## src/logic/llc_decode_settings.svh

```systemverilog
// widths and line geometry for the llc input decode stage
// included by the package, by RTL that needs geometry, and by the testbench
`ifndef LLC_DECODE_SETTINGS_SVH
`define LLC_DECODE_SETTINGS_SVH

// line address split into tag and set
`define LINE_ADDR_BITS 16
`define SET_BITS 8
`define TAG_BITS (`LINE_ADDR_BITS - `SET_BITS)

// words in one cache line
`define WORDS_PER_LINE 4
`define WORD_OFF_BITS 2

// dma word count
`define DMA_LEN_BITS 12

`endif

```

## src/logic/llc_decode_pkg.sv

```systemverilog
// types shared by the llc input decode stage and its testbench
// import by wildcard in the module or interface header
package llc_decode_pkg;

    `include "llc_decode_settings.svh"

    // line address, tag is the upper part and set the lower part
    typedef logic [`LINE_ADDR_BITS-1:0] line_addr_t;
    typedef logic [`TAG_BITS-1:0] tag_t;
    typedef logic [`SET_BITS-1:0] set_t;

    // word position inside a line
    typedef logic [`WORD_OFF_BITS-1:0] word_off_t;

    // number of words asked for by a dma request
    typedef logic [`DMA_LEN_BITS-1:0] dma_len_t;

    // kind of message held in the decode slot
    typedef enum logic [1:0] {
        slot_rsp,
        slot_req,
        slot_dma_new,
        slot_dma_next
    } slot_kind_e;

endpackage

```

## src/logic/decode_slot_if.sv

```systemverilog
// decoded slot passed from source selection to address decode
// valid/ready handshake, the slot holds steady until it transfers
`timescale 1ns/10ps

interface decode_slot_if
    import llc_decode_pkg::*;
();

    logic valid;
    logic ready;
    slot_kind_e kind;
    // unused for continuation slots
    line_addr_t addr;

    modport sel (
        output valid,
        output kind,
        output addr,
        input ready
    );

    modport dec (
        input valid,
        input kind,
        input addr,
        output ready
    );

endinterface

```

## src/logic/dma_burst_if.sv

```systemverilog
// burst control between address decode and the dma burst tracker
// the selection block only watches the pending flag
`timescale 1ns/10ps

interface dma_burst_if
    import llc_decode_pkg::*;
();

    logic start;
    logic advance;
    line_addr_t start_addr;
    word_off_t start_offset;
    dma_len_t start_length;
    logic start_read;
    logic pending;
    line_addr_t next_addr;

    modport dec (
        output start, advance, start_addr, start_offset, start_length, start_read,
        input next_addr
    );

    modport trk (
        input start, advance, start_addr, start_offset, start_length, start_read,
        output pending, next_addr
    );

    modport watch (
        input pending
    );

endinterface

```

## src/logic/llc_source_select.sv

```systemverilog
// fixed priority pick of the next incoming message into the decode slot
// rsp first, then req, then burst continuation, then a new dma request
`timescale 1ns/10ps

module llc_source_select
    import llc_decode_pkg::*;
(
    input logic clk,
    input logic rst,
    input logic rsp_valid,
    input logic req_valid,
    input logic dma_valid,
    input line_addr_t rsp_addr,
    input line_addr_t req_addr,
    output logic rsp_get,
    output logic req_get,
    output logic dma_get,
    output logic idle,
    decode_slot_if.sel slot,
    dma_burst_if.watch burst
);

    logic slot_valid;
    slot_kind_e slot_kind;
    line_addr_t slot_addr;

    logic dma_in_slot;
    logic take_next;
    logic take_new;
    logic load;
    logic pick;
    slot_kind_e pick_kind;

    // only one dma slot may be in flight at a time
    assign dma_in_slot = slot_valid &&
                         (slot_kind == slot_dma_new || slot_kind == slot_dma_next);

    assign take_next = burst.pending && !dma_in_slot;
    assign take_new = dma_valid && !burst.pending && !dma_in_slot;

    // slot can take a new item when empty or when it drains this cycle
    assign load = !slot_valid || slot.ready;

    always_comb begin
        pick = 1'b1;
        pick_kind = slot_rsp;
        if (rsp_valid) begin
            pick_kind = slot_rsp;
        end else if (req_valid) begin
            pick_kind = slot_req;
        end else if (take_next) begin
            pick_kind = slot_dma_next;
        end else if (take_new) begin
            pick_kind = slot_dma_new;
        end else begin
            pick = 1'b0;
        end
    end

    assign idle = !pick;

    assign rsp_get = load && rsp_valid;
    assign req_get = load && !rsp_valid && req_valid;

    // dma fields are read at issue, so the source is released only then
    assign dma_get = slot_valid && slot.ready && (slot_kind == slot_dma_new);

    always_ff @(posedge clk or negedge rst) begin
        if (!rst) begin
            slot_valid <= 1'b0;
            slot_kind <= slot_rsp;
        end else if (load) begin
            slot_valid <= pick;
            if (pick) begin
                slot_kind <= pick_kind;
            end
        end
    end

    // address kept for coherence messages only
    always_ff @(posedge clk) begin
        if (load && (rsp_valid || req_valid)) begin
            slot_addr <= rsp_valid ? rsp_addr : req_addr;
        end
    end

    assign slot.valid = slot_valid;
    assign slot.kind = slot_kind;
    assign slot.addr = slot_addr;

endmodule

```

## src/logic/llc_addr_decode.sv

```systemverilog
// picks the line address of the slot, splits tag and set, checks the set table
// and issues to the memory stage; purely combinational
`timescale 1ns/10ps
`include "llc_decode_settings.svh"

module llc_addr_decode
    import llc_decode_pkg::*;
(
    input line_addr_t rsp_addr,
    input line_addr_t req_addr,
    input line_addr_t dma_addr,
    input word_off_t dma_offset,
    input dma_len_t dma_length,
    input logic dma_read,
    input logic set_in_table,
    input logic mem_ready,
    output logic check_set,
    output logic add_set,
    output logic mem_valid,
    output set_t lookup_set,
    output slot_kind_e mem_kind,
    output line_addr_t mem_addr,
    output tag_t mem_tag,
    decode_slot_if.dec slot,
    dma_burst_if.dec burst
);

    line_addr_t line_addr;
    logic issue;

    // address source depends on the message kind
    always_comb begin
        case (slot.kind)
            slot_rsp: line_addr = slot.addr;
            slot_req: line_addr = slot.addr;
            slot_dma_new: line_addr = dma_addr;
            default: line_addr = burst.next_addr;
        endcase
    end

    assign mem_tag = line_addr[`LINE_ADDR_BITS-1:`SET_BITS];
    assign lookup_set = line_addr[`SET_BITS-1:0];
    assign mem_addr = line_addr;
    assign mem_kind = slot.kind;

    assign check_set = slot.valid;

    // a busy set or a stalled memory stage holds the slot
    assign issue = slot.valid && !set_in_table && mem_ready;

    assign mem_valid = issue;
    assign add_set = issue;
    assign slot.ready = issue;

    assign burst.start = issue && (slot.kind == slot_dma_new);
    assign burst.advance = issue && (slot.kind == slot_dma_next);

    // burst fields straight from the held dma source
    assign burst.start_addr = dma_addr;
    assign burst.start_offset = dma_offset;
    assign burst.start_length = dma_length;
    assign burst.start_read = dma_read;

endmodule

```

## src/logic/llc_dma_tracker.sv

```systemverilog
// state of a pending dma read burst: line address, words covered, length
// updated on the issue edge of a new dma slot or a continuation slot
`timescale 1ns/10ps
`include "llc_decode_settings.svh"

module llc_dma_tracker
    import llc_decode_pkg::*;
(
    input logic clk,
    input logic rst,
    dma_burst_if.trk burst
);

    line_addr_t burst_addr;
    dma_len_t covered;
    dma_len_t length;
    logic pending;

    dma_len_t first_words;
    dma_len_t covered_step;

    // the first line only covers the words from the start offset on
    assign first_words = dma_len_t'(`WORDS_PER_LINE) - dma_len_t'(burst.start_offset);
    assign covered_step = covered + dma_len_t'(`WORDS_PER_LINE);

    always_ff @(posedge clk or negedge rst) begin
        if (!rst) begin
            pending <= 1'b0;
        end else if (burst.start) begin
            // writes never continue
            pending <= burst.start_read && (first_words < burst.start_length);
        end else if (burst.advance) begin
            pending <= covered_step < length;
        end
    end

    always_ff @(posedge clk) begin
        if (burst.start) begin
            burst_addr <= burst.start_addr;
            covered <= first_words;
            length <= burst.start_length;
        end else if (burst.advance) begin
            burst_addr <= burst_addr + 1'b1;
            covered <= covered_step;
        end
    end

    assign burst.pending = pending;

    // continuation always targets the line after the last one issued
    assign burst.next_addr = burst_addr + 1'b1;

endmodule

```

## src/logic/llc_decode_top.sv

```systemverilog
// top of the llc input decode stage, wires selection, decode and burst tracker
// all outside signals are plain ports
`timescale 1ns/10ps

module llc_decode_top
    import llc_decode_pkg::*;
(
    input logic clk,
    input logic rst,
    input logic rsp_valid,
    input logic req_valid,
    input logic dma_valid,
    input logic dma_read,
    input logic set_in_table,
    input logic mem_ready,
    input line_addr_t rsp_addr,
    input line_addr_t req_addr,
    input line_addr_t dma_addr,
    input word_off_t dma_offset,
    input dma_len_t dma_length,
    output logic rsp_get,
    output logic req_get,
    output logic dma_get,
    output logic idle,
    output logic check_set,
    output logic add_set,
    output logic mem_valid,
    output set_t lookup_set,
    output slot_kind_e mem_kind,
    output line_addr_t mem_addr,
    output tag_t mem_tag
);

    decode_slot_if slot_bus ();
    dma_burst_if burst_bus ();

    llc_source_select source_select_i (
        .clk(clk),
        .rst(rst),
        .rsp_valid(rsp_valid),
        .req_valid(req_valid),
        .dma_valid(dma_valid),
        .rsp_addr(rsp_addr),
        .req_addr(req_addr),
        .rsp_get(rsp_get),
        .req_get(req_get),
        .dma_get(dma_get),
        .idle(idle),
        .slot(slot_bus.sel),
        .burst(burst_bus.watch)
    );

    llc_addr_decode addr_decode_i (
        .rsp_addr(rsp_addr),
        .req_addr(req_addr),
        .dma_addr(dma_addr),
        .dma_offset(dma_offset),
        .dma_length(dma_length),
        .dma_read(dma_read),
        .set_in_table(set_in_table),
        .mem_ready(mem_ready),
        .check_set(check_set),
        .add_set(add_set),
        .mem_valid(mem_valid),
        .lookup_set(lookup_set),
        .mem_kind(mem_kind),
        .mem_addr(mem_addr),
        .mem_tag(mem_tag),
        .slot(slot_bus.dec),
        .burst(burst_bus.dec)
    );

    llc_dma_tracker dma_tracker_i (
        .clk(clk),
        .rst(rst),
        .burst(burst_bus.trk)
    );

endmodule

```

## config.mk

```make
export PLATFORM = sky130hd
export DESIGN_NAME = llc_decode_top
export DESIGN_NICKNAME = d
export VERILOG_FILES = /design/src/logic/llc_decode_pkg.sv /design/src/logic/decode_slot_if.sv /design/src/logic/dma_burst_if.sv /design/src/logic/llc_source_select.sv /design/src/logic/llc_addr_decode.sv /design/src/logic/llc_dma_tracker.sv /design/src/logic/llc_decode_top.sv
export VERILOG_INCLUDE_DIRS = /design/src /design/src/logic
export SDC_FILE = /design/constraint.sdc
export NUM_CORES = 1
export LEC_CHECK = 0
export BUFFER_PORTS_ARGS = -buffer_cell sky130_fd_sc_hd__buf_2
export CAP_MARGIN = 20
export CORE_MARGIN = 1
export CORE_UTILIZATION = 32
export CTS_BUF_LIST = sky130_fd_sc_hd__clkbuf_8
export CTS_CLUSTER_DIAMETER = 200
export DETAILED_ROUTE_END_ITERATION = 10
export HOLD_SLACK_MARGIN = 0.03
export MAX_ROUTING_LAYER = met4
export PLACE_DENSITY = 0.57
export SYNTH_ARGS = -nofsm -noshare
export SYNTH_HDL_FRONTEND = slang
export SYNTH_SLANG_ARGS = --single-unit
```

## constraint.sdc

```tcl
create_clock -name clk -period 3.1 [get_ports clk]
set_input_delay 0.155 -clock clk [delete_from_list [all_inputs] [get_ports clk]]
set_output_delay 0.155 -clock clk [all_outputs]
set_load 0.02 [all_outputs]
```

Yosys cells after proc, flatten, opt, wreduce, memory -nomap -nowiden
Index checks and enable logic that the tools add are counted.
{"block": "word_totals", "ff_bits": 60, "in_bits": 70, "out_inout_bits": 41, "elab_cells": 59}
{"block": "op_classes", "add_sub_neg": 3, "order_cmp": 2, "eq_ne": 3, "muxes": 16, "n_reduce_logical": 28}
{"cell": "$mux W16", "count": 3}
{"cell": "$pmux W16 S2", "count": 1}
{"cell": "$lt A12 B12 Y1", "count": 2}
{"cell": "$mux W12", "count": 2}
{"cell": "$add A16 B1 Y16 const B", "count": 1}
{"cell": "$logic_and A1 B1 Y1", "count": 15}
{"cell": "$add A12 B3 Y12 const B", "count": 1}
{"cell": "$mux W2", "count": 4}
{"cell": "$logic_not A1 Y1", "count": 6}
{"cell": "$mux W1", "count": 6}
{"cell": "$eq A2 B2 Y1 const B", "count": 2}
{"cell": "$sub A3 B2 Y4 const A", "count": 1}
{"cell": "$logic_or A1 B1 Y1", "count": 3}
{"cell": "$eq A2 B1 Y1 const B", "count": 1}
{"cell": "$logic_not A2 Y1", "count": 1}
{"cell": "$reduce_and A2 Y1", "count": 1}
{"cell": "$reduce_bool A2 Y1", "count": 1}
{"cell": "$reduce_or A2 Y1", "count": 1}

Longest topological paths before layout
Gate-level depths: netlist (run 1).
{"block": "depth", "ltp_word": 10, "depth_mapped": 9, "depth_no_buf": 9}

By module
Synthesis (run 1) repeated with hierarchy kept, for this count alone.
{"block": "unflattened", "hier_cells": 358, "area_unflattened_um2": 4000.1}
{"mod": "llc_dma_tracker", "n_inst": 1, "cells_per_inst": 195, "area_each_um2": 2338.5, "seq_area_each_um2": 1226.2}
{"mod": "llc_source_select", "n_inst": 1, "cells_per_inst": 54, "area_each_um2": 893.4, "seq_area_each_um2": 555.5}
{"mod": "llc_addr_decode", "n_inst": 1, "cells_per_inst": 109, "area_each_um2": 768.2, "seq_area_each_um2": 0.0}

Least setup slack after synthesis (run 1)
OpenSTA, ideal clock, no wires.
{"block": "synth_timing", "path_type": "register -> output", "from": "register dma_tracker_i.burst_addr[0]", "to": "output port mem_tag[2]", "arrival_ps": 1946, "required_ps": 2945, "path_slack_ps": 999, "stages_incl_launch_ff": 8, "cell_sequence": "edfxtp_1 > ha_1 > buf_2 > inv_1 > nor3_1 > xnor2_1 > o21ai_0 > buf_4"}
{"block": "synth_between", "elab_chain_len": 2}
{"item": "from (decl)", "line_no": "llc_dma_tracker.sv:14", "text": "line_addr_t burst_addr;"}
{"item": "from (signal assigned)", "line_no": "llc_dma_tracker.sv:39", "text": "burst_addr <= burst.start_addr;"}
{"item": "from (signal assigned)", "line_no": "llc_dma_tracker.sv:43", "text": "burst_addr <= burst_addr + 1'b1;"}
{"item": "$add A16 B1 Y16", "line_no": "llc_dma_tracker.sv:51", "text": "assign burst.next_addr = burst_addr + 1'b1;"}
{"item": "$pmux W16 S2", "line_no": "llc_addr_decode.sv:33", "text": "case (slot.kind)"}
{"item": "to (decl)", "line_no": "llc_decode_top.sv:31", "text": "output tag_t mem_tag"}
Every way passes these cells.

Worst setup path in the final report (run 1)
{"block": "layout_timing", "from": "register source_select_i.slot_kind[1] (netlist: source_select_i.slot.kind[1])", "to": "output port mem_tag[6]"}
{"block": "layout_between", "elab_chain_len": 3, "elab_cells_between_ends": 5}
{"item": "from (decl)", "line_no": "llc_source_select.sv:24", "text": "slot_kind_e slot_kind;"}
{"item": "from (signal assigned)", "line_no": "llc_source_select.sv:71", "text": "slot_kind <= slot_rsp;"}
{"item": "from (signal assigned)", "line_no": "llc_source_select.sv:75", "text": "slot_kind <= pick_kind;"}
{"item": "$eq A2 B1 Y1 or $logic_not A2 Y1 (tied branches)", "line_no": "llc_addr_decode.sv:33"}
{"item": "$reduce_or A2 Y1 (no source line)"}
{"item": "$pmux W16 S2 *", "line_no": "llc_addr_decode.sv:33"}
Every way passes the cells marked *; elsewhere a longest branch is shown, timed or not.

==> flow_metrics.tcl, run 1 <==
set metrics [dict create \
    vdd_ir_drop_max_mv 0.277 \
    synth_top_area_share_pct 45.3 \
    cts_tree "done" \
    p_sw_share_pct 32.9 \
    yosysWarnings 0 \
    grt_setup_unrepaired "false" \
    root_buffer "clkbuf_8" \
    use_met2_pct 25.2 \
    synth_seq_cells 60 \
    power_density_mw_per_mm2 575 \
    numCtsBuffers 9 \
    dp_hpwl_um 6680 \
    htreeDepth 3 \
    crit_path_end_kind "primary output" \
    synth.distinct_cells 50 \
    dieArea_mm2 0.0120 \
    die_w_um 110 \
    holdBufCountCts 13 \
    drt_first_pass_iters 4 \
    arrival_ps 2220 \
    core_mm2 0.0111 \
    cts_max_path_buffers 2 \
    p_int_uw 1790 \
    grt_usage_pct 16.2 \
    finalClockSkew_ps 9.41 \
    fill_cells 1067 \
    async_flop_share_pct 6.67 \
    wl_um 8940 \
    worst_slew_pin_slew_ps 677 \
    syn2layout_area_growth_pct 25.4 \
    initial_core_util_pct 33.5 \
    grt_overflow 0 \
    total_power_uw 2670 \
    critPathKind "register to primary output" \
    critPathSlowestCell "dfrtp_1" \
    start_kind "register" \
    cts.sinks 60 \
    grt_antenna_before_repair 0 \
    path_max_fanout 15 \
    wire_per_inst_um 14.6 \
    layout-drive-gt1-share_pct 33.0 \
    p_seq_share_pct 38.2 \
    slew_headroom_pct 54.9 \
    grt.met1_usage_pct 20.6 \
    hold_viol 0 \
    diodes 0 \
    multiInputGateArea_mm2 0.00165 \
    setup_tns_ps 0 \
    place.gp.congestion 0.796 \
    reg2reg_to "dma_tracker_i.burst.pending" \
    die_h_um 110 \
    startpoint "source_select_i.slot.kind[1]" \
    avgViaCountPerCell 4.84 \
    p_comb_share_pct 30.2 \
    io_pins 111 \
    seq_area_frac_synth_pct 48.0 \
    grt_pass1_wl_um 14200 \
    syn_area_per_cell_um2 10.4 \
    route.detailed.drc 0 \
    path_delay_family "simple AND/OR/NAND/NOR gates" \
    outcome "complete, no violations" \
    finalCritPeriodShare_pct 76.6 \
    grt.busiest_layer "met2" \
    synth_nets 444 \
    cap_violations 0 \
    netlist_area_mm2 0.00371 \
    fmax_mhz 421 \
    required_ps 2940 \
    power_switching_uw 880 \
    dr_total_vias 2967 \
    rr_startpoint "dma_tracker_i.covered[4]" \
    io_buffer_count 110 \
    seq_area_mm2 0.00178 \
    leakage_uw 0.00194 \
    synth_edf_count 56 \
    layout_common_cells "buf_2 (110), edfxtp_1 (56), nor2_1 (34), a21oi_1 (34), inv_1 (26)" \
    synth_cells 358 \
    met3_usage_pct 2.96 \
    endpoint "mem_tag[6]" \
    synth_top_area_cell "edfxtp_1" \
    drtAntennaViolNets 0 \
    finalSetupViolCount 0 \
    critPathMaxStageDelay_ps 630 \
    postCtsSetupRepairBufs 0 \
    p_clk_share_pct 31.5 \
    ctsResizeCount 0 \
    rows 38 \
    reg2regPathDepth 7 \
    crit_buf_inv 1 \
    synth_top_flop_cell "edfxtp_1" \
    clk_pin_slew_ps 70 \
    synth_area_leaders "edfxtp_1 (45%), mux2_2 (6.4%), ha_1 (5.4%), a21oi_1 (4.6%), buf_4 (3.4%)" \
    rrSetupSlack_ps 800 \
    hold_path.startpoint "dma_read" \
    crit_chain "nand2_1, nor2_1, or4b_1, nand3_1, buf_2" \
    path_depth 5 \
    hold_ws_ps 90.9 \
    layout_min_cycle_time_ps 2370 \
    grt_pass1_vias 2921 \
    dr.first_iter.drc_count 224 \
    final_common_cell "buf_2" \
    hold_class "input pin to register" \
    slew_violations 0 \
    grt_start_max_net_pins 43 \
    clk_latency_ps 350 \
    fin_nets 554 \
]
==> sequential cells by signal, summed over array words and instances (netlist names) <==
signal,cells
dma_tracker_i.burst.pending,1
dma_tracker_i.burst_addr,16
dma_tracker_i.covered,12
dma_tracker_i.length,12
source_select_i.slot.addr,16
source_select_i.slot.kind,2
source_select_i.slot.valid,1
==> cells by family (layout without fill, tap and decap cells) <==
group / after synthesis / after routing / synth area share [%]
buf+inv: 54 / 169 / 7.42
flops: 60 / 60 / 48.0
mux: 22 / 22 / 6.65
simple gates: 125 / 125 / 18.4
compound gates: 63 / 63 / 9.89
fa+ha+maj: 16 / 16 / 5.40
xor+xnor: 18 / 18 / 4.25
==> power groups by stage <==
stage                     combinational (uW)  sequential [uW]  clock, uW
final                                    808             1020        843
after global routing                     895             1030        888
after CTS                                818             1020        858
after detailed placement                 802             1040          0
after global placement                   794             1040          0
after floorplan                          594             1030          0
==> area by class of cell <==
cell class | count | share of cell area (%)
clock buffers | 9 | 2.66
clock inverters | 7 | 2.29
inverters | 25 | 2.02
multi-input cells | 244 | 35.5
flip-flops and latches | 60 | 38.3
well taps | 140 | 3.77
repair buffers | 128 | 15.4
==> through the flow <==
| stage | cells | setup slack [ps] | util [%] | cell area, um^2 |
|---|---|---|---|---|
| global route | 613 | 560 | 42.0 | 4650 |
| finish | 613 | 725 | 42.0 | 4650 |
| CTS | 613 | 692 | 42.0 | 4650 |
| global placement | 584 | 913 | 38.7 | 4290 |
| floorplan | 358 | 999 | - | 3710 |
| detailed placement | 584 | 762 | 38.7 | 4290 |
==> how the worst min path moves through the flow <==
stage / end / slack, ps / cells after the start
floorplan: dma_tracker_i.burst.pending / -140 / 0
global placement: dma_tracker_i.burst.pending / -20 / 1
detailed placement: dma_tracker_i.burst.pending / -20 / 1
CTS: dma_tracker_i.burst_addr[1] / 70 / 3
global route: dma_tracker_i.burst.pending / 100 / 3
finish: dma_tracker_i.burst.pending / 90 / 3
==> cells in the mapped netlist (6+ instances only) <==
master and instances:
xnor2_1 9, buf_4 17, clkbuf_1 10, ha_1 16
edfxtp_1 56, nand2_1 17, nor2b_1 10, nor3_1 6
and2_1 12, mux2_2 21, xor2_1 9, a21oi_1 34
nand4_1 8, inv_1 25, nand3_1 14, nor2_1 34
o21ai_0 9
==> worst reg2reg max path, cell delays in order (launching register included) <==
cell	delay, ps
edfxtp_1	420
nand3_1	150
nor4_1	340
xor2_1	230
ha_1	270
a2111oi_0	370
o31ai_1	140
o311ai_1	280
==> per-layer routing <==
layer	routed length [um]	vias up	share of wire [%]
met5	0	-	0
met4	170	0	1.9
met3	393	13	4.4
met2	4220	73	47
met1	4160	1384	47
li1	-	1497	-
No activity file was read; power rests on OpenSTA's default activity.
==> inputs of run 2 (changes only) <==
==> constraint.sdc (replaced) <==
create_clock -name clk -period 2.19 [get_ports clk]
set_input_delay 0.1095 -clock clk [delete_from_list [all_inputs] [get_ports clk]]
set_output_delay 0.1095 -clock clk [all_outputs]
set_load 0.02 [all_outputs]
==> run 2 against run 1 <==
Against the previous run:
- critical path depth increased by 1
- worst hold slack got worse by 39 ps
- setup slack lost 680 ps
- first-iteration DRC count decreased by 11%
- sequential power grew 41%
- final cell count rose by 4.2%
- highest routed layer unchanged
- clock power increased by 15%
- clock skew about the same
- largest power group unchanged
- die area unchanged
- cell area up 5.6%
==> flow_metrics.tcl, run 2 (synthesis results as in run 1) <==
set metrics [dict create \
    critPathKind "register to primary output" \
    crit_chain "buf_4, nand2_2, or3_1, a31oi_2, mux2_2, buf_2" \
    final_common_cell "buf_2" \
    finalCritPeriodShare_pct 98.1 \
    fin_nets 580 \
    layout_common_cells "buf_2 (110), edfxtp_1 (56), nor2_1 (34), a21oi_1 (33), buf_4 (30)" \
    numCtsBuffers 9 \
    initial_core_util_pct 33.5 \
    grt_setup_unrepaired "true" \
    total_power_uw 3640 \
    cts_max_path_buffers 2 \
    clk_latency_ps 350 \
    crit_path_end_kind "primary output" \
    grt_pass1_wl_um 14100 \
    layout-drive-gt1-share_pct 39.7 \
    avgViaCountPerCell 4.84 \
    die_w_um 110 \
    syn2layout_area_growth_pct 32.5 \
    setup_tns_ps 0 \
    diodes 0 \
    finalClockSkew_ps 9.01 \
    io_buffer_count 110 \
    path_max_fanout 5 \
    finalSetupViolCount 0 \
    htreeDepth 3 \
    vdd_ir_drop_max_mv 0.364 \
    leakage_uw 0.00207 \
    wire_per_inst_um 14.5 \
    dieArea_mm2 0.0120 \
    place_inst 594 \
    grt_antenna_before_repair 0 \
    place_area_mm2 0.00437 \
    layout_min_cycle_time_ps 2150 \
    route.detailed.drc 0 \
    reg2regPathDepth 9 \
    place.gp.congestion 0.789 \
    cts.sinks 60 \
    power_density_mw_per_mm2 741 \
    core_mm2 0.0111 \
    dr_total_vias 3093 \
    slew_headroom_pct 72.2 \
    start_kind "register" \
    final_area_mm2 0.00491 \
    fill_cells 1054 \
    dr.first_iter.drc_count 199 \
    hold_class "input pin to register" \
    required_ps 2080 \
    io_pins 111 \
    grt_overflow 0 \
    root_buffer "clkbuf_8" \
    wl_um 9250 \
    rows 38 \
    slew_violations 0 \
    grt_usage_pct 16.2 \
    critPathMaxStageDelay_ps 400 \
    drt_first_pass_iters 5 \
    cts_tree "done" \
    fmax_mhz 466 \
    dp_hpwl_um 6740 \
    cap_violations 0 \
    fin_cells 639 \
    worst_slew_pin_slew_ps 417 \
    outcome "complete, no violations" \
    arrival_ps 2040 \
    die_h_um 110 \
    whs_path_depth 3 \
    hold_viol 0 \
    grt_start_max_net_pins 30 \
    critPathSlowestCell "or3_1" \
    grt_pass1_vias 2899 \
    final_core_util_pct 44.4 \
    clk_pin_slew_ps 70 \
    drtAntennaViolNets 0 \
]
==> run 2: critical path, delay by kind of cell, from the launching register on <==
kind | cells | cell delay, ps
buf+inv | 2 | 320
compound gates | 1 | 260
simple gates | 2 | 510
flops | 1 | 390
mux | 1 | 210
==> run 2: path summary, 6_finish.rpt <==
| kind | startpoint | endpoint | slack (ps) |
|---|---|---|---|
| worst max-delay path | dma_tracker_i.burst_addr[0] | mem_addr[5] | 40 |
| worst min-delay path | dma_addr[1] | dma_tracker_i.burst_addr[1] | 50 |
| worst max register to register | dma_tracker_i.covered[2] | dma_tracker_i.burst.pending | 70 |
| worst min register to register | dma_tracker_i.burst.pending | dma_tracker_i.burst.pending | 570 |
| max in group asynchronous | rst | source_select_i.slot.valid | 1910 |
| min in group asynchronous | rst | dma_tracker_i.burst.pending | 140 |
==> run 2: cell type report <==
type / instances / area, um^2 / area share, %
clock inverter: 7 / 60.1 / 1.22
multi-input combinational: 244 / 1760 / 35.9
clock buffer: 9 / 124 / 2.52
sequential: 60 / 1780 / 36.3
inverter: 25 / 93.8 / 1.91
tap: 140 / 175 / 3.57
timing repair buffer: 154 / 916 / 18.6
==> run 2: repair_timing <==
item,CTS,global route
hold buffers,14,0
hold endpoints to repair,17,0
resized for setup,3,19
endpoints found under the setup margin,11,17
setup buffers,1,14
pin swaps,0,7
==> run 2: where the power goes <==
part	leakage (uW)	internal [uW]	switching (uW)	total (uW)
Combinational	0.00140	475	757	1230
Clock	0.000101	511	460	971
Sequential	0.000561	1370	69.2	1440
Total	0.00207	2350	1290	3640
==> run 2: through the flow <==
step | worst slack (ps) | hold WS [ps]
after floorplan | 114 | -186
after global placement | 71.6 | -72.0
after detailed placement | -58.3 | -71.3
after CTS | -43.4 | 33.8
after global routing | -75.4 | 51.4
final | 42.6 | 51.4
==> run 2: routing by layer <==
metal / up-vias / part of all wire (%) / GRT usage (%)
li1: 1553 / - / -
met5: - / 0 / -
met2: 98 / 49 / 25.2
met3: 5 / 4.8 / 3.02
met1: 1437 / 46 / 21.1
met4: 0 / 1.1 / 6.00
